===== config.mk =====
export PLATFORM = sky130hd
export DESIGN_NAME = ex_stage
export DESIGN_NICKNAME = d
export VERILOG_FILES = /design/src/ex_cfg_pkg.sv /design/src/rv_isa_pkg.sv /design/src/ex_alu.sv /design/src/ex_operand_select.sv /design/src/ex_result_buffer.sv /design/src/ex_stage.sv
export SDC_FILE = /design/constraint.sdc
export NUM_CORES = 1
export LEC_CHECK = 0
export ABC_CLOCK_PERIOD_IN_PS = 7000
export BUFFER_PORTS_ARGS = -buffer_cell sky130_fd_sc_hd__buf_2
export CORE_MARGIN = 2
export CORE_UTILIZATION = 45
export DETAILED_ROUTE_END_ITERATION = 10
export GPL_TIMING_DRIVEN = 0
export HOLD_SLACK_MARGIN = 0.05
export PLACE_DENSITY_LB_ADDON = 0.1
export SYNTH_ARGS = -nofsm -noshare
export SYNTH_HDL_FRONTEND = slang
export SYNTH_SLANG_ARGS = --single-unit

===== constraint.sdc =====
create_clock -name clk -period 7 [get_ports clk]
set_clock_uncertainty 0.15 [all_clocks]
set_input_delay 0.7 -clock clk [delete_from_list [all_inputs] [get_ports clk]]
set_output_delay 0.7 -clock clk [all_outputs]
set_load 0.005 [all_outputs]

===== src/ex_cfg_pkg.sv =====
`default_nettype none

package ex_cfg_pkg;

    localparam int tag_width = 32; // inst_type and start_cycle sidebands.
    localparam int buf_depth = 2;

    // occupancy of the result queue.
    typedef enum logic [1:0] {
        buf_empty = 2'd0,
        buf_one   = 2'd1,
        buf_full  = 2'd2
    } buf_state_t;

endpackage

`default_nettype wire


===== src/rv_isa_pkg.sv =====
`default_nettype none

package rv_isa_pkg;

    localparam int xlen = 32;

    // values are opcode bits 6:2 of the base rv32i encodings.
    typedef enum logic [4:0] {
        inst_load  = 5'b00000,
        inst_i     = 5'b00100,
        inst_auipc = 5'b00101,
        inst_store = 5'b01000,
        inst_r     = 5'b01100,
        inst_lui   = 5'b01101,
        inst_b     = 5'b11000,
        inst_jalr  = 5'b11001,
        inst_jal   = 5'b11011
    } opcode_class_t;

    typedef enum logic [3:0] {
        alu_add  = 4'd0,
        alu_sub  = 4'd1,
        alu_and  = 4'd2,
        alu_or   = 4'd3,
        alu_xor  = 4'd4,
        alu_slt  = 4'd5,
        alu_sltu = 4'd6,
        alu_sll  = 4'd7,
        alu_srl  = 4'd8,
        alu_sra  = 4'd9
    } alu_op_t; // codes 10 to 15 are unused and give a zero result.

endpackage

`default_nettype wire


===== src/ex_alu.sv =====
`default_nettype none

module ex_alu import rv_isa_pkg::*, ex_cfg_pkg::*; (
    input  wire                    clk,
    input  wire                    reset,
    input  wire                    op_valid,
    input  wire  [xlen-1:0]        op_a,
    input  wire  [xlen-1:0]        op_b,
    input  wire  alu_op_t          op_alu_op,
    input  wire  [tag_width-1:0]   op_inst_type,
    input  wire  [tag_width-1:0]   op_start_cycle,
    input  wire                    buf_accept,
    output logic                   alu_accept,
    output logic                   alu_valid,
    output logic [xlen-1:0]        res_value,
    output logic                   res_zero,
    output logic                   res_less,
    output logic [tag_width-1:0]   res_inst_type,
    output logic [tag_width-1:0]   res_start_cycle
);

    logic [xlen-1:0] alu_out;
    logic [4:0]      shamt;
    logic            lt_signed;
    logic            lt_unsigned;
    logic            less_out;
    logic            load;

    assign shamt       = op_b[4:0]; // rv32i shifts ignore the upper bits.
    assign lt_signed   = $signed(op_a) < $signed(op_b);
    assign lt_unsigned = op_a < op_b;

    always_comb begin
        case (op_alu_op)
            alu_add:  alu_out = op_a + op_b;
            alu_sub:  alu_out = op_a - op_b;
            alu_and:  alu_out = op_a & op_b;
            alu_or:   alu_out = op_a | op_b;
            alu_xor:  alu_out = op_a ^ op_b;
            alu_slt:  alu_out = {{(xlen-1){1'b0}}, lt_signed};
            alu_sltu: alu_out = {{(xlen-1){1'b0}}, lt_unsigned};
            alu_sll:  alu_out = op_a << shamt;
            alu_srl:  alu_out = op_a >> shamt;
            alu_sra:  alu_out = $unsigned($signed(op_a) >>> shamt);
            default:  alu_out = '0;
        endcase
    end

    // branch unit reads less as unsigned only for sltu.
    assign less_out = (op_alu_op == alu_sltu) ? lt_unsigned : lt_signed;

    assign alu_accept = !alu_valid || buf_accept;
    assign load       = op_valid && alu_accept;

    always_ff @(posedge clk or posedge reset) begin
        if (reset) begin
            alu_valid <= 1'b0;
        end else if (alu_accept) begin
            alu_valid <= op_valid;
        end
    end

    always_ff @(posedge clk) begin
        if (load) begin
            res_value       <= alu_out;
            res_zero        <= (alu_out == '0);
            res_less        <= less_out;
            res_inst_type   <= op_inst_type;
            res_start_cycle <= op_start_cycle;
        end
    end

endmodule

`default_nettype wire


===== src/ex_operand_select.sv =====
`default_nettype none

module ex_operand_select import rv_isa_pkg::*, ex_cfg_pkg::*; (
    input  wire                    clk,
    input  wire                    reset,
    input  wire                    id_valid,
    input  wire  [6:0]             opcode,
    input  wire  [xlen-1:0]        rs1_val,
    input  wire  [xlen-1:0]        rs2_val,
    input  wire  [xlen-1:0]        imm,
    input  wire  alu_op_t          alu_op,
    input  wire  [tag_width-1:0]   id_inst_type,
    input  wire  [tag_width-1:0]   id_start_cycle,
    input  wire                    alu_accept,
    output logic                   ex_ready,
    output logic                   op_valid,
    output logic [xlen-1:0]        op_a,
    output logic [xlen-1:0]        op_b,
    output alu_op_t                op_alu_op,
    output logic [tag_width-1:0]   op_inst_type,
    output logic [tag_width-1:0]   op_start_cycle
);

    opcode_class_t op_class;
    logic          use_rs2;
    logic          load;

    assign op_class = opcode_class_t'(opcode[6:2]);
    assign use_rs2  = (op_class == inst_r) || (op_class == inst_b); // register-register forms.

    // the slot frees up in the same cycle the alu takes its contents.
    assign ex_ready = !op_valid || alu_accept;
    assign load     = id_valid && ex_ready;

    always_ff @(posedge clk or posedge reset) begin
        if (reset) begin
            op_valid <= 1'b0;
        end else if (ex_ready) begin
            op_valid <= id_valid;
        end
    end

    always_ff @(posedge clk) begin
        if (load) begin
            op_a           <= rs1_val;
            op_b           <= use_rs2 ? rs2_val : imm;
            op_alu_op      <= alu_op;
            op_inst_type   <= id_inst_type;
            op_start_cycle <= id_start_cycle;
        end
    end

endmodule

`default_nettype wire


===== src/ex_result_buffer.sv =====
`default_nettype none

module ex_result_buffer import rv_isa_pkg::*, ex_cfg_pkg::*; (
    input  wire                    clk,
    input  wire                    reset,
    input  wire                    alu_valid,
    input  wire  [xlen-1:0]        res_value,
    input  wire                    res_zero,
    input  wire                    res_less,
    input  wire  [tag_width-1:0]   res_inst_type,
    input  wire  [tag_width-1:0]   res_start_cycle,
    input  wire                    mem_ready,
    output logic                   buf_accept,
    output logic                   ex_valid,
    output logic [xlen-1:0]        alu_result,
    output logic                   alu_zero,
    output logic                   alu_less,
    output logic [tag_width-1:0]   ex_inst_type,
    output logic [tag_width-1:0]   ex_start_cycle
);

    buf_state_t state;
    buf_state_t state_next;

    logic [xlen-1:0]      value_mem [buf_depth];
    logic                 zero_mem  [buf_depth];
    logic                 less_mem  [buf_depth];
    logic [tag_width-1:0] type_mem  [buf_depth];
    logic [tag_width-1:0] start_mem [buf_depth];

    logic [$clog2(buf_depth)-1:0] wr_ptr;
    logic [$clog2(buf_depth)-1:0] rd_ptr;
    logic                         push;
    logic                         pop;

    assign buf_accept = (state != buf_full);
    assign ex_valid   = (state != buf_empty);
    assign push       = alu_valid && buf_accept;
    assign pop        = ex_valid && mem_ready;

    always_comb begin
        state_next = state;
        case (state)
            buf_empty: if (push) state_next = buf_one;
            buf_one: begin
                if (push && !pop) begin
                    state_next = buf_full;
                end else if (pop && !push) begin
                    state_next = buf_empty;
                end
            end
            buf_full:  if (pop) state_next = buf_one; // no push while full.
            default:   state_next = buf_empty;
        endcase
    end

    always_ff @(posedge clk or posedge reset) begin
        if (reset) begin
            state  <= buf_empty;
            wr_ptr <= '0;
            rd_ptr <= '0;
        end else begin
            state <= state_next;
            if (push) wr_ptr <= wr_ptr + 1'b1;
            if (pop)  rd_ptr <= rd_ptr + 1'b1;
        end
    end

    always_ff @(posedge clk) begin
        if (push) begin
            value_mem[wr_ptr] <= res_value;
            zero_mem[wr_ptr]  <= res_zero;
            less_mem[wr_ptr]  <= res_less;
            type_mem[wr_ptr]  <= res_inst_type;
            start_mem[wr_ptr] <= res_start_cycle;
        end
    end

    // head entry is always the oldest result.
    assign alu_result     = value_mem[rd_ptr];
    assign alu_zero       = zero_mem[rd_ptr];
    assign alu_less       = less_mem[rd_ptr];
    assign ex_inst_type   = type_mem[rd_ptr];
    assign ex_start_cycle = start_mem[rd_ptr];

endmodule

`default_nettype wire


===== src/ex_stage.sv =====
`default_nettype none

module ex_stage import rv_isa_pkg::*, ex_cfg_pkg::*; (
    input  wire                    clk,
    input  wire                    reset,
    input  wire                    id_valid,
    output logic                   ex_ready,
    input  wire  [6:0]             opcode,
    input  wire  [xlen-1:0]        rs1_val,
    input  wire  [xlen-1:0]        rs2_val,
    input  wire  [xlen-1:0]        imm,
    input  wire  alu_op_t          alu_op,
    input  wire  [tag_width-1:0]   id_inst_type,
    input  wire  [tag_width-1:0]   id_start_cycle,
    input  wire                    mem_ready,
    output logic                   ex_valid,
    output logic [xlen-1:0]        alu_result,
    output logic                   alu_zero,
    output logic                   alu_less,
    output logic [tag_width-1:0]   ex_inst_type,
    output logic [tag_width-1:0]   ex_start_cycle
);

    logic                 op_valid;
    logic [xlen-1:0]      op_a;
    logic [xlen-1:0]      op_b;
    alu_op_t              op_alu_op;
    logic [tag_width-1:0] op_inst_type;
    logic [tag_width-1:0] op_start_cycle;
    logic                 alu_accept;

    logic                 alu_valid;
    logic [xlen-1:0]      res_value;
    logic                 res_zero;
    logic                 res_less;
    logic [tag_width-1:0] res_inst_type;
    logic [tag_width-1:0] res_start_cycle;
    logic                 buf_accept;

    ex_operand_select ex_operand_select_inst (
        .clk            (clk),
        .reset          (reset),
        .id_valid       (id_valid),
        .opcode         (opcode),
        .rs1_val        (rs1_val),
        .rs2_val        (rs2_val),
        .imm            (imm),
        .alu_op         (alu_op),
        .id_inst_type   (id_inst_type),
        .id_start_cycle (id_start_cycle),
        .alu_accept     (alu_accept),
        .ex_ready       (ex_ready),
        .op_valid       (op_valid),
        .op_a           (op_a),
        .op_b           (op_b),
        .op_alu_op      (op_alu_op),
        .op_inst_type   (op_inst_type),
        .op_start_cycle (op_start_cycle)
    );

    ex_alu ex_alu_inst (
        .clk             (clk),
        .reset           (reset),
        .op_valid        (op_valid),
        .op_a            (op_a),
        .op_b            (op_b),
        .op_alu_op       (op_alu_op),
        .op_inst_type    (op_inst_type),
        .op_start_cycle  (op_start_cycle),
        .buf_accept      (buf_accept),
        .alu_accept      (alu_accept),
        .alu_valid       (alu_valid),
        .res_value       (res_value),
        .res_zero        (res_zero),
        .res_less        (res_less),
        .res_inst_type   (res_inst_type),
        .res_start_cycle (res_start_cycle)
    );

    ex_result_buffer ex_result_buffer_inst (
        .clk             (clk),
        .reset           (reset),
        .alu_valid       (alu_valid),
        .res_value       (res_value),
        .res_zero        (res_zero),
        .res_less        (res_less),
        .res_inst_type   (res_inst_type),
        .res_start_cycle (res_start_cycle),
        .mem_ready       (mem_ready),
        .buf_accept      (buf_accept),
        .ex_valid        (ex_valid),
        .alu_result      (alu_result),
        .alu_zero        (alu_zero),
        .alu_less        (alu_less),
        .ex_inst_type    (ex_inst_type),
        .ex_start_cycle  (ex_start_cycle)
    );

endmodule

`default_nettype wire


==> impl_metrics.ini <==
[logic_synthesis]
synth-main-ff-cell = edfxtp_1
yosysTopAreaCell = edfxtp_1
syn_avg_cell_area_um2 = 12.1
synth_top_area_share_pct = 53.0
synth_cell_types = 104
syn_nets = 2264
syn_area_um2 = 24100
yosysWarnings = 0
synth-edff-count = 426
synth-seq-cells = 432
async_flop_share_pct = 1.39
ys_seq_area_share_pct = 53.6
netlist_instances = 1990
synthTopCellsByArea = edfxtp_1, mux2_2, ha_1

[worst_hold_path]
hold-path-cell-count = 1
hp-class = input port to flop

[route]
vias_per_cell = 6.23
drcViolationCount = 0
wire_per_inst_um = 28.2
vias = 18900
routed_wl_um = 85800
drtAntennaViolNets = 0
dr.pass1.iters = 7
drtIter0Drc = 2036

[placed_design]
hpwl_um = 66700
gp_congestion = 1.07
port_buffers = 272
dp_slack_ns = 0.631

[power_and_ir_drop]
p_leak_uw = 0.0107
vdd_drop_max_mv = 0.205
power_per_cell_area_nw_per_um2 = 292
finalPower_uw = 8190

[cts]
cts_root_buf = clkbuf_16
clk_pin_slew_ns = 0.06
cts.sink_count = 432
cts-buffers-inserted = 46
clk_latency_ns = 0.60
h-tree-depth = 2
cts_tree = done
clk_path_buf_depth = 3

[timing]
rsz0062_at_grt = false
maxSlewHeadroom_pct = 1.51
fin_ws_ns = 0.459
maxSlewViolCount = 0
post-route-min-period_ns = 6.54
fin_crit_sh_pct = 93.4
holdWs_ns = 0.119
setup_viol = 0
tightest_slew_ns = 1.46
finalHoldViolCount = 0
fmax_mhz = 153

[floorplanning]
die_w_um = 236
initial_core_util_pct = 45.7
die_h_um = 236
die_area_um2 = 55500
ios = 275
row_count = 84
coreArea_um2 = 52800

[global_route]
grt_pass1_wl_um = 125000
grt_max_degree = 67
grt_pass1_vias = 19000
antenna_found_initial = 1
grt_usage_pct = 30.5
grt.overflow.total = 0

[final_layout]
final_nets = 2592
areaGrowthSynthToFinish_pct = 16.1
drive_gt1_share_pct = 26.9
mostFrequentLayoutCells = edfxtp_1, buf_2, mux2_2, nor2_1, nand2_1
final_common_cell = edfxtp_1

[critical_path]
path_class = flop to flop
crit_fanout = 11
arrival_ns = 6.81
crit_required_ns = 7.27
end_kind = flop
reg2reg_depth = 17
crit_path_start_kind = flop

[status]
violations = max-capacitance violations
status = finished with violations

[flow_run]
maxCapViolations = 1
## cell families (layout without fill, tap and decap cells)
family / Yosys count / count (layout) / share of synthesized area [%]
buffers and inverters: 221 / 583 / 4.06
muxes: 249 / 249 / 12.1
adders and majority gates: 99 / 99 / 5.19
DFF: 432 / 432 / 53.6
xor gates and xnor gates: 16 / 16 / 0.581
other: 0 / 1 / 0
AOI/OAI and AO/OA: 487 / 487 / 14.2
and+or+nand+nor: 486 / 486 / 10.2
## per-stage QoR
step                cell area, um^2  TNS (ns)  instances  utilization [%]
finish                        28000         0       3041             53.1
global route                  28000         0       3041             53.1
CTS                           28000         0       3040             53.1
detailed placement            26600         0       2957             50.4
global placement              26400   -113.50       2950             50.0
floorplan                     24100         0       1990                -
## timing repair
item                      CTS  global route
gates resized for setup     0             0
hold endpoints to repair    6             0
setup buffers               0             0
hold buffers                1             0
## synth_stat cells, types with 13 or more instances
| library cell | count |
|---|---|
| a211o_1 | 13 |
| a211oi_1 | 33 |
| a21o_1 | 17 |
| a21oi_1 | 96 |
| a221oi_1 | 13 |
| a22oi_1 | 22 |
| buf_2 | 37 |
| clkbuf_1 | 56 |
| edfxtp_1 | 426 |
| ha_1 | 97 |
| inv_1 | 96 |
| mux2_2 | 161 |
| mux2i_1 | 65 |
| mux4_2 | 15 |
| nand2_1 | 116 |
| nand2b_1 | 19 |
| nand3_1 | 33 |
| nand4_1 | 19 |
| nor2_1 | 145 |
| nor2b_1 | 19 |
| nor3_1 | 34 |
| nor4_1 | 23 |
| o211ai_1 | 26 |
| o21ai_0 | 77 |
| o21bai_1 | 14 |
| o22ai_1 | 33 |
| o31ai_1 | 15 |
## path summary, 6_finish.rpt
| check | startpoint | endpoint | slack (ns) |
|---|---|---|---|
| max | ex_operand_select_inst.op_b[3] | ex_alu_inst.res_zero | 0.46 |
| min | rs1_val[29] | ex_operand_select_inst.op_a[29] | 0.12 |
| max reg2reg | ex_operand_select_inst.op_b[3] | ex_alu_inst.res_zero | 0.46 |
| min reg2reg | ex_operand_select_inst.op_inst_type[19] | ex_alu_inst.res_inst_type[19] | 0.26 |
| max in group asynchronous | reset | ex_result_buffer_inst.rd_ptr | 6.06 |
| min in group asynchronous | reset | ex_operand_select_inst.op_valid | 0.44 |
## critical path, cell delays in order (launching register included)
cell      delay (ns)
edfxtp_1        0.52
buf_2           0.26
clkinv_1        0.20
clkbuf_1        0.63
clkbuf_1        0.76
ha_1            0.26
buf_4           0.17
nor3b_2         0.08
nor3_4          0.21
a21oi_2         0.14
o41ai_1         0.82
nand3_1         0.22
mux2i_1         0.16
or4b_1          0.60
or4b_4          0.54
nor3_2          0.17
nand4b_1        0.19
nor4_2          0.27
## layout make-up
cell class / count / area (um^2)
Buffer: 119 / 598
Fill cell: 4629 / 24700
Antenna cell: 1 / 2.50
Clock inverter: 23 / 211
Inverter: 102 / 383
Clock buffer: 59 / 1220
Timing Repair Buffer: 280 / 1550
Multi-Input combinational cell: 1337 / 10200
Sequential cell: 432 / 12900
Tap cell: 688 / 861
## sequential cells by signal (all words and copies together) (netlist names), 4 cells and up
name,count
ex_operand_select_inst.op_alu_op,4
ex_alu_inst.res_start_cycle,32
ex_operand_select_inst.op_inst_type,32
ex_operand_select_inst.op_b,32
ex_result_buffer_inst.start_mem,64
ex_result_buffer_inst.value_mem,64
ex_result_buffer_inst.type_mem,64
ex_operand_select_inst.op_a,32
ex_alu_inst.res_value,32
ex_alu_inst.res_inst_type,32
ex_operand_select_inst.op_start_cycle,32
## layer usage
layer,GRT usage (%),share of wire (%)
met3,6.16,8.2
met4,16.2,5.8
met2,48.9,45
met1,39.2,40
met5,0,0
## power by group
part / switching (uW) / total, uW / internal (uW) / leakage (uW)
clock network: 994 / 2310 / 1310 / 0.000705
logic: 1390 / 2310 / 922 / 0.00582
registers: 170 / 3570 / 3400 / 0.00417
Note: power is estimated with default switching activity, not from simulation.
